===== src/source/ipdc_pkg.sv =====
package ipdc_pkg;

	// ------------------------------
	// widths
	// ------------------------------
	localparam int CHAN_W = 8;
	localparam int PIX_W  = 3 * CHAN_W;
	// raster index into the 8x8 image
	localparam int ADDR_W = 6;

	// one colour or luma/chroma channel
	typedef logic [CHAN_W-1:0] chan_t;
	// bits 7:0 R/Y, 15:8 G/Cb, 23:16 B/Cr
	typedef logic [PIX_W-1:0]  pixel_t;
	typedef logic [ADDR_W-1:0] pix_addr_t;

	// operation codes on i_op_mode
	typedef enum logic [2:0] {
		OP_LOAD        = 3'd0,
		OP_SHIFT_RIGHT = 3'd1,
		OP_SHIFT_DOWN  = 3'd2,
		OP_DEFAULT     = 3'd3,
		OP_ZOOM        = 3'd4,
		OP_FILTER      = 3'd5,
		OP_YCBCR       = 3'd6,
		OP_RGB         = 3'd7
	} op_mode_t;

	// ------------------------------
	// pipeline beats
	// ------------------------------
	// read request, controller to buffer
	typedef struct packed {
		logic      valid;
		pix_addr_t addr;
		logic      ycbcr;
	} rd_req_t;

	// pixel beat, buffer to formatter
	typedef struct packed {
		logic   valid;
		pixel_t pixel;
		logic   ycbcr;
	} pix_beat_t;

	// centre window origin, row 2 col 2
	localparam pix_addr_t ZOOM_ORIGIN = 6'd18;

endpackage


===== src/source/image_buffer.sv =====
module image_buffer #(
	parameter int IMG_SIDE = 8
) (
	input  logic                i_clk,
	input  logic                i_rst_n,
	input  logic                i_wr_en,
	input  ipdc_pkg::pix_addr_t i_wr_addr,
	input  ipdc_pkg::pixel_t    i_wr_data,
	input  ipdc_pkg::rd_req_t   i_rd_req,
	output ipdc_pkg::pix_beat_t o_beat
);

	localparam int NPIX = IMG_SIDE * IMG_SIDE;

	// ------------------------------
	// pixel store
	// ------------------------------
	// one register per pixel, raster order
	ipdc_pkg::pixel_t mem [NPIX];

	always_ff @(posedge i_clk or negedge i_rst_n) begin
		if (!i_rst_n) begin
			for (int i = 0; i < NPIX; i++)
				mem[i] <= '0;
		end else if (i_wr_en) begin
			mem[i_wr_addr] <= i_wr_data;
		end
	end

	// ------------------------------
	// read port
	// ------------------------------
	// one cycle from request to beat
	always_ff @(posedge i_clk or negedge i_rst_n) begin
		if (!i_rst_n) begin
			o_beat <= '0;
		end else begin
			o_beat.valid <= i_rd_req.valid;
			// mode follows the beat, not the controller
			o_beat.ycbcr <= i_rd_req.ycbcr;
			o_beat.pixel <= mem[i_rd_req.addr];
		end
	end

endmodule


===== src/source/pixel_formatter.sv =====
module pixel_formatter (
	input  logic                i_clk,
	input  logic                i_rst_n,
	input  ipdc_pkg::pix_beat_t i_beat,
	output logic                o_out_valid,
	output ipdc_pkg::pixel_t    o_out_data
);

	// clamp a signed result into one channel
	function automatic ipdc_pkg::chan_t clamp8(input logic signed [11:0] v);
		ipdc_pkg::chan_t c;
		if (v < 0)
			c = '0;
		else if (v > 255)
			c = 8'hff;
		else
			c = v[7:0];
		return c;
	endfunction

	ipdc_pkg::chan_t r, g, b;
	logic signed [11:0] r_s, g_s, b_s;
	logic signed [11:0] y_sum, cb_sum, cr_sum;
	logic signed [11:0] y_pre, cb_pre, cr_pre;
	ipdc_pkg::pixel_t ycc_pix;
	ipdc_pkg::pixel_t fmt_pix;

	// channel split, R in the low byte
	assign r = i_beat.pixel[7:0];
	assign g = i_beat.pixel[15:8];
	assign b = i_beat.pixel[23:16];

	// zero extend, room for the negative chroma terms
	assign r_s = $signed({4'b0, r});
	assign g_s = $signed({4'b0, g});
	assign b_s = $signed({4'b0, b});

	// ------------------------------
	// YCbCr
	// ------------------------------
	// Y = (2R + 5G) / 8, rounded
	assign y_sum = (r_s <<< 1) + g_s * 12'sd5 + 12'sd4;
	// Cb = (4B - R - 2G) / 8 + 128
	assign cb_sum = (b_s <<< 2) - r_s - (g_s <<< 1) + 12'sd4;
	// Cr = (4R - 3G - B) / 8 + 128
	assign cr_sum = (r_s <<< 2) - g_s * 12'sd3 - b_s + 12'sd4;

	// arithmetic shift keeps the sign
	assign y_pre  = y_sum >>> 3;
	assign cb_pre = (cb_sum >>> 3) + 12'sd128;
	assign cr_pre = (cr_sum >>> 3) + 12'sd128;

	// Cr in the high byte, Y in the low byte
	assign ycc_pix = {clamp8(cr_pre), clamp8(cb_pre), clamp8(y_pre)};

	// per-beat mode select
	assign fmt_pix = i_beat.ycbcr ? ycc_pix : i_beat.pixel;

	// ------------------------------
	// output register
	// ------------------------------
	always_ff @(posedge i_clk or negedge i_rst_n) begin
		if (!i_rst_n) begin
			o_out_valid <= 1'b0;
			o_out_data  <= '0;
		end else begin
			o_out_valid <= i_beat.valid;
			// data held at zero between windows
			o_out_data  <= i_beat.valid ? fmt_pix : '0;
		end
	end

endmodule


===== src/source/ipdc_ctrl.sv =====
module ipdc_ctrl #(
	parameter int IMG_SIDE = 8,
	parameter int WIN_SIDE = 4
) (
	input  logic                i_clk,
	input  logic                i_rst_n,
	input  logic                i_op_valid,
	input  ipdc_pkg::op_mode_t  i_op_mode,
	input  logic                i_in_valid,
	input  ipdc_pkg::pixel_t    i_in_data,
	output logic                o_in_ready,
	output logic                o_wr_en,
	output ipdc_pkg::pix_addr_t o_wr_addr,
	output ipdc_pkg::pixel_t    o_wr_data,
	output ipdc_pkg::rd_req_t   o_rd_req
);

	// ------------------------------
	// geometry
	// ------------------------------
	localparam int NPIX  = IMG_SIDE * IMG_SIDE;
	localparam int COL_W = $clog2(IMG_SIDE);
	localparam int WB    = $clog2(WIN_SIDE);
	// bits of the beat counter, 4 for a 4x4 window
	localparam int WIN_W = 2 * WB;
	// last legal origin row or column
	localparam int EDGE  = IMG_SIDE - WIN_SIDE;

	typedef enum logic [1:0] {
		IDLE,
		LOAD,
		SHOW
	} state_t;

	state_t              state;
	ipdc_pkg::pix_addr_t load_cnt;
	ipdc_pkg::pix_addr_t origin;
	logic                ycbcr_mode;
	logic [WIN_W-1:0]    win_cnt;

	logic                op_acc;
	logic                pix_acc;
	logic [COL_W-1:0]    org_col;
	logic [ipdc_pkg::ADDR_W-COL_W-1:0] org_row;
	logic [WB-1:0]       win_row;
	logic [WB-1:0]       win_col;
	ipdc_pkg::pix_addr_t rd_addr;

	// ready everywhere but window display
	assign o_in_ready = (state != SHOW);
	assign op_acc     = (state == IDLE) && i_op_valid;
	assign pix_acc    = (state == LOAD) && i_in_valid;

	// image write port, one pixel per accepted beat
	assign o_wr_en   = pix_acc;
	assign o_wr_addr = load_cnt;
	assign o_wr_data = i_in_data;

	// origin split into column and row
	assign org_col = origin[COL_W-1:0];
	assign org_row = origin[ipdc_pkg::ADDR_W-1:COL_W];

	// ------------------------------
	// window address
	// ------------------------------
	// beat k -> origin + (k / WIN_SIDE) * IMG_SIDE + (k % WIN_SIDE)
	assign win_row = win_cnt[WIN_W-1:WB];
	assign win_col = win_cnt[WB-1:0];
	assign rd_addr = origin + ipdc_pkg::pix_addr_t'({win_row, {COL_W{1'b0}}})
		+ ipdc_pkg::pix_addr_t'(win_col);

	always_ff @(posedge i_clk or negedge i_rst_n) begin
		if (!i_rst_n) begin
			state      <= IDLE;
			load_cnt   <= '0;
			origin     <= '0;
			ycbcr_mode <= 1'b0;
			win_cnt    <= '0;
			o_rd_req   <= '0;
		end else begin
			// request register idles low unless a beat goes out
			o_rd_req.valid <= 1'b0;
			case (state)
				IDLE: begin
					if (op_acc) begin
						win_cnt <= '0;
						case (i_op_mode)
							ipdc_pkg::OP_LOAD: begin
								load_cnt <= '0;
								state    <= LOAD;
							end
							ipdc_pkg::OP_SHIFT_RIGHT: begin
								// blocked at the right edge
								if (int'(org_col) < EDGE)
									origin <= origin + 1'b1;
								state <= SHOW;
							end
							ipdc_pkg::OP_SHIFT_DOWN: begin
								// one row is IMG_SIDE pixels
								if (int'(org_row) < EDGE)
									origin <= origin + ipdc_pkg::pix_addr_t'(IMG_SIDE);
								state <= SHOW;
							end
							ipdc_pkg::OP_DEFAULT: begin
								origin <= '0;
								state  <= SHOW;
							end
							ipdc_pkg::OP_ZOOM: begin
								origin <= ipdc_pkg::ZOOM_ORIGIN;
								state  <= SHOW;
							end
							// filter is accepted but does nothing
							ipdc_pkg::OP_FILTER: state <= IDLE;
							ipdc_pkg::OP_YCBCR: begin
								ycbcr_mode <= 1'b1;
								state      <= SHOW;
							end
							ipdc_pkg::OP_RGB: begin
								ycbcr_mode <= 1'b0;
								state      <= SHOW;
							end
						endcase
					end
				end
				LOAD: begin
					if (pix_acc) begin
						load_cnt <= load_cnt + 1'b1;
						// whole image in, back to idle
						if (int'(load_cnt) == NPIX - 1) begin
							load_cnt <= '0;
							state    <= IDLE;
						end
					end
				end
				SHOW: begin
					// mode bit rides with every beat
					o_rd_req.valid <= 1'b1;
					o_rd_req.addr  <= rd_addr;
					o_rd_req.ycbcr <= ycbcr_mode;
					win_cnt        <= win_cnt + 1'b1;
					if (&win_cnt)
						state <= IDLE;
				end
				default: state <= IDLE;
			endcase
		end
	end

endmodule


===== src/source/ipdc_top.sv =====
module ipdc_top #(
	parameter int IMG_SIDE = 8,
	parameter int WIN_SIDE = 4
) (
	input  logic               i_clk,
	input  logic               i_rst_n,
	input  logic               i_op_valid,
	input  ipdc_pkg::op_mode_t i_op_mode,
	input  logic               i_in_valid,
	input  ipdc_pkg::pixel_t   i_in_data,
	output logic               o_in_ready,
	output logic               o_out_valid,
	output ipdc_pkg::pixel_t   o_out_data
);

	// image write port
	logic                wr_en;
	ipdc_pkg::pix_addr_t wr_addr;
	ipdc_pkg::pixel_t    wr_data;
	// pipeline beats
	ipdc_pkg::rd_req_t   rd_req;
	ipdc_pkg::pix_beat_t beat;

	// ------------------------------
	// control, origin and addresses
	// ------------------------------
	ipdc_ctrl #(
		.IMG_SIDE(IMG_SIDE),
		.WIN_SIDE(WIN_SIDE)
	) u_ctrl (
		.i_clk      (i_clk),
		.i_rst_n    (i_rst_n),
		.i_op_valid (i_op_valid),
		.i_op_mode  (i_op_mode),
		.i_in_valid (i_in_valid),
		.i_in_data  (i_in_data),
		.o_in_ready (o_in_ready),
		.o_wr_en    (wr_en),
		.o_wr_addr  (wr_addr),
		.o_wr_data  (wr_data),
		.o_rd_req   (rd_req)
	);

	// image store, one cycle read
	image_buffer #(
		.IMG_SIDE(IMG_SIDE)
	) u_buf (
		.i_clk     (i_clk),
		.i_rst_n   (i_rst_n),
		.i_wr_en   (wr_en),
		.i_wr_addr (wr_addr),
		.i_wr_data (wr_data),
		.i_rd_req  (rd_req),
		.o_beat    (beat)
	);

	// colour space and output register
	pixel_formatter u_fmt (
		.i_clk       (i_clk),
		.i_rst_n     (i_rst_n),
		.i_beat      (beat),
		.o_out_valid (o_out_valid),
		.o_out_data  (o_out_data)
	);

endmodule


===== config.mk =====
export PLATFORM = sky130hd
export DESIGN_NAME = ipdc_top
export DESIGN_NICKNAME = d
export VERILOG_FILES = /design/src/source/ipdc_pkg.sv /design/src/source/image_buffer.sv /design/src/source/pixel_formatter.sv /design/src/source/ipdc_ctrl.sv /design/src/source/ipdc_top.sv
export SDC_FILE = /design/constraint.sdc
export NUM_CORES = 2
export LEC_CHECK = 0
export BUFFER_PORTS_ARGS = -buffer_cell sky130_fd_sc_hd__buf_2
export CAP_MARGIN = 0
export CORE_MARGIN = 2
export CORE_UTILIZATION = 54
export DETAILED_ROUTE_END_ITERATION = 8
export PLACE_DENSITY = 0.7
export SLEW_MARGIN = 20
export SYNTH_ARGS = -nofsm -noshare
export SYNTH_HDL_FRONTEND = slang
export SYNTH_SLANG_ARGS = --single-unit
export TNS_END_PERCENT = 50

===== constraint.sdc =====
create_clock -name i_clk -period 4.4 [get_ports i_clk]
set_clock_uncertainty 0.1 [all_clocks]
set_input_delay 0.44 -clock i_clk [delete_from_list [all_inputs] [get_ports i_clk]]
set_output_delay 0.44 -clock i_clk [all_outputs]
set_load 0.1 [all_outputs]

==> results_tabular.tex <==
\begin{tabular}{lr}
\hline
Metric & Value \\
\hline
\multicolumn{2}{l}{\textbf{Routing}} \\
DRC Markers & 0 \\
DRT Pass-1 Iters & 5 \\
Post-DRT Antenna Nets & 0 \\
Total wire length & about 190 mm \\
Iteration-0 DRC count of the detailed router & between 3000 and 4000 \\
Routed wirelength normalized by instance count & around 28 µm \\
Avg Vias per Cell & about 6.3 \\
Via count & about 42000 \\
\multicolumn{2}{l}{\textbf{Synth}} \\
Number of instances in the synthesized netlist & $\sim$4800 \\
Yosys reg bits & around 1600 \\
Async S/R FF share, synth & 100.0\% \\
Count of synthesis-stage warnings from yosys & 0 \\
Count of flip-flops with a built-in enable after synthesis & 0 \\
Register area share after synthesis & a little over half \\
Yosys cell types & about 70 \\
Average footprint of a synthesized cell & between 15 and 20 µm² \\
Most used flip-flop cell after synthesis & sky130\_fd\_sc\_hd\_\_dfrtp\_1 \\
Synth Cell Area & $\sim$75000 µm² \\
Synthesized net count & a little under 5000 \\
\multicolumn{2}{l}{\textbf{Layout}} \\
Final cell count without fillers & around 6700 \\
Final cell area excluding filler cells & 83680 µm² \\
Most common cell after layout, fill and taps aside & sky130\_fd\_sc\_hd\_\_dfrtp\_1 \\
Combined flip-flop and latch cell area & slightly above 40000 µm² \\
Area used by multi-input combinational logic & roughly 33000 µm² \\
Layout-stage area growth over the synthesis result & 11.39\% \\
Layout cell share with drive strength beyond 1 & between 50\% and 60\% \\
Filler Cells Inserted & between 10000 and 15000 \\
Highest-count cells in the layout ignoring fill and taps & sky130\_fd\_sc\_hd\_\_dfrtp\_1 (1610), sky130\_fd\_sc\_hd\_\_mux2\_2 (1536), sky130\_fd\_sc\_hd\_\_mux4\_2 (480) \\
Post-layout nets & slightly below 5000 \\
Final antenna diode count & 0 \\
\multicolumn{2}{l}{\textbf{STA}} \\
Highest clock frequency the design can meet & $\sim$240 MHz \\
Post-route setup slack & approximately 0.17 ns \\
Tightest Pin Transition & between 1 and 1.5 ns \\
Final worst path period share & between 90\% and 100\% \\
Count of endpoints failing hold in the final timing report & 0 \\
Number of endpoints failing setup at the final stage & 0 \\
Max-slew violation count & 0 \\
Total negative setup slack & 0 ns \\
Final worst path period need & about 4.2 ns \\
Relative slew slack & around a quarter \\
\multicolumn{2}{l}{\textbf{Placed design}} \\
Worst slack at placement & 0.01545 ns \\
Buffers on Ports & 56 \\
Placed instance count & 6365 \\
Detailed Place HPWL & 113.3 mm \\
Placed cell area & 77860 µm² \\
Final RePlAce weighted congestion & between 0.8 and 0.9 \\
\multicolumn{2}{l}{\textbf{Floorplanning}} \\
Die width & 377.0 µm \\
Die Y & about 380 µm \\
Starting density of the core & a little over half \\
Count of standard-cell rows & around 140 \\
Area of the die & 142100 µm² \\
Number of I/O pins & 57 \\
Standard cell core area & between 100000 and 150000 µm² \\
\multicolumn{2}{l}{\textbf{Critical path}} \\
Minimum setup slack among reg-to-reg paths & 0.17 ns \\
Capture point of the worst reg-to-reg path & u\_fmt.o\_out\_data[17] \\
Launch point of the worst path & u\_buf.o\_beat[10] \\
CP endpoint kind & register \\
Crit path kind & reg -> reg \\
Startpoint of the lowest-slack register-to-register path & u\_buf.o\_beat[10] \\
Number of cells traversed by the worst register-to-register path & 13 \\
WP data arrival & between 4 and 5 ns \\
Maximum fanout encountered on the critical timing path & 5 \\
CP Launch Type & register \\
Data required time of the worst path & 4.98 ns \\
Critical Path Sink & u\_fmt.o\_out\_data[17] \\
\multicolumn{2}{l}{\textbf{Global route}} \\
Initial antenna violation count & 7 \\
Maximum number of pins on one net before global-route repair & between 100 and 150 \\
Overflow left after global routing & 0 \\
Global-route wire length before repair & between 200 and 300 mm \\
Via count of the first global-routing pass & approximately 45000 \\
Total global-route track usage & between 20\% and 30\% \\
\multicolumn{2}{l}{\textbf{Flow run}} \\
\# Max-Cap Violations & 0 \\
\multicolumn{2}{l}{\textbf{Clock network}} \\
Insertion delay to the later sink of the worst-skew pair & just over 0.8 ns \\
Total CTS buffers & 170 \\
TritonCTS clock tree & done \\
Root buffer cell & sky130\_fd\_sc\_hd\_\_clkbuf\_16 \\
Worst-case clock buffer depth & 3 \\
Number of clock sinks seen by CTS & around 1600 \\
CTS H-tree lvls & 4 \\
Clock slew seen by the registers of the worst setup and hold paths & around 0.060 ns \\
\multicolumn{2}{l}{\textbf{Power}} \\
IR drop worst, VDD & 0.4615 mV \\
Final total power & 37.87 mW \\
Power per unit of standard cell area & 452.5 nW/µm² \\
Total leakage power & around 40 nW \\
\multicolumn{2}{l}{\textbf{Outcome}} \\
Run status & finished, final reports clean \\
\multicolumn{2}{l}{\textbf{Min path}} \\
Worst Hold Class & in -> reg \\
\hline
\end{tabular}
==> state kept, by name, indices dropped and copies added, names as in the netlist <==
signal,count
u_ctrl.win_cnt,4
u_ctrl.o_wr_addr,6
u_ctrl.origin,6
u_ctrl.state,2
u_ctrl.ycbcr_mode,1
u_buf.o_beat,26
u_buf.mem,1536
u_ctrl.o_rd_req,8
u_fmt.o_out_valid,1
u_fmt.o_out_data,24
==> kinds of logic (layout without fill, tap and decap cells) <==
logic type	after synthesis	in the layout	share of synthesized area [%]
AO/OA/AOI/OAI	226	226	2.034
XOR/XNOR	35	35	0.4081
adder cells (fa/ha/maj)	96	96	1.709
buffers and inverters	498	618	2.866
flip-flops	1614	1614	53.76
multiplexers	2019	2019	37.46
AND/OR/NAND/NOR	281	281	1.764
==> timing repair <==
| action | CTS | global route |
|---|---|---|
| hold buffers | 11 | 0 |
| resized for setup | 0 | 11 |
| endpoints found under the hold margin | 147 | 0 |
| setup endpoints to repair | 0 | 9 |
| buffers inserted | 0 | 1 |
==> cell usage after synthesis, types with 3 or more instances <==
cell type                     n  share of area, %
sky130_fd_sc_hd__buf_6        3             0.045
sky130_fd_sc_hd__or2_2        5             0.042
sky130_fd_sc_hd__nor2b_1      7             0.058
sky130_fd_sc_hd__and2_1       7             0.058
sky130_fd_sc_hd__xnor2_1     22              0.26
sky130_fd_sc_hd__nand2_1     99              0.49
sky130_fd_sc_hd__fa_1        11              0.29
sky130_fd_sc_hd__o211ai_1    11              0.11
sky130_fd_sc_hd__nand2_2      8             0.067
sky130_fd_sc_hd__and3_1       4             0.033
sky130_fd_sc_hd__a21oi_1     31              0.21
sky130_fd_sc_hd__a211oi_1     6             0.060
sky130_fd_sc_hd__clkbuf_1   235               1.2
sky130_fd_sc_hd__a21o_1      11              0.11
sky130_fd_sc_hd__o21ai_0     48              0.32
sky130_fd_sc_hd__nand3b_1     3             0.030
sky130_fd_sc_hd__mux2_2    1536                23
sky130_fd_sc_hd__nor2_1      78              0.39
sky130_fd_sc_hd__nand2b_1     8             0.067
sky130_fd_sc_hd__xor2_1      13              0.15
sky130_fd_sc_hd__nand4_1      4             0.033
sky130_fd_sc_hd__dfrtp_1   1614                54
sky130_fd_sc_hd__buf_2      158               1.1
sky130_fd_sc_hd__a22oi_1     50              0.50
sky130_fd_sc_hd__nand3_1     18              0.12
sky130_fd_sc_hd__o21a_1      10              0.10
sky130_fd_sc_hd__a31oi_1     20              0.17
sky130_fd_sc_hd__inv_1       51              0.25
sky130_fd_sc_hd__o21bai_1     6             0.060
sky130_fd_sc_hd__o31a_1       3             0.035
sky130_fd_sc_hd__ha_1        85               1.4
sky130_fd_sc_hd__nor3_1      17              0.11
sky130_fd_sc_hd__a22o_1       8             0.093
sky130_fd_sc_hd__mux2i_1      3             0.040
sky130_fd_sc_hd__mux4_2     480                14
sky130_fd_sc_hd__buf_4       17              0.17
sky130_fd_sc_hd__buf_1       34              0.17
sky130_fd_sc_hd__nor3b_1      5             0.050
sky130_fd_sc_hd__or3_1        4             0.033
==> how the worst min path moves through the flow <==
stage	cells past startpoint	start	slack, ns	end
after CTS	2	i_in_data[21]	0.01	u_buf.mem[165]
after global placement	0	u_ctrl.o_rd_req[7]	0.24	u_buf.o_beat[25]
after detailed placement	0	u_ctrl.o_rd_req[7]	0.24	u_buf.o_beat[25]
after floorplan	0	i_rst_n	0.04	u_buf.mem[0]
after global routing	2	i_in_data[21]	0.06	u_buf.mem[165]
final	2	i_in_data[21]	0.06	u_buf.mem[165]
==> routing by layer <==
| layer | track usage (%) | wire (µm) | share of wire (%) | vias to the layer above |
|---|---|---|---|---|
| met5 | 0 | 14 | 0.0075 | - |
| met4 | 8.860 | 5770 | 3.1 | 2 |
| met3 | 5.128 | 10270 | 5.5 | 299 |
| met2 | 42.76 | 89020 | 48 | 1057 |
| met1 | 38.20 | 81790 | 44 | 23340 |
| li1 | - | - | - | 17740 |
==> layout make-up <==
type / instances / area share (%)
inverter: 51 / 0.2288
clock buffer: 261 / 6.083
multi-input combinational: 2657 / 39.32
tap: 1794 / 2.683
sequential: 1614 / 48.29
clock inverter: 44 / 0.6280
timing repair buffer: 262 / 2.772
==> through the flow <==
stage          util (%)  hold slack [ns]
2_1_floorplan         -          0.04441
3_3_place_gp      56.49           0.2360
3_5_place_dp      56.49           0.2395
4_1_cts           60.64          0.01044
5_1_grt           60.71          0.05831
6_report          60.71          0.06433
==> power breakdown <==
group	internal [mW]	total, mW	leakage (nW)	switching [mW]
Sequential	15.1	15.5	22.5	0.455
Clock	8.33	14.3	2.75	5.99
Combinational	3.09	8.01	15.3	4.92
Total	26.5	37.9	40.6	11.4
==> worst max-delay path, cell delays in order, from the launching register on <==
cell and delay, ns:
sky130_fd_sc_hd__dfrtp_1 0.41, sky130_fd_sc_hd__ha_1 0.23, sky130_fd_sc_hd__fa_1 0.45, sky130_fd_sc_hd__ha_1 0.29
sky130_fd_sc_hd__inv_1 0.04, sky130_fd_sc_hd__fa_1 0.47, sky130_fd_sc_hd__or4b_4 0.50, sky130_fd_sc_hd__fa_1 0.49
sky130_fd_sc_hd__nor2b_2 0.14, sky130_fd_sc_hd__o31a_1 0.18, sky130_fd_sc_hd__o311a_1 0.29, sky130_fd_sc_hd__nor4_1 0.11
sky130_fd_sc_hd__a211oi_2 0.28, sky130_fd_sc_hd__o211ai_1 0.13
Note: power is estimated with default switching activity, not from simulation.
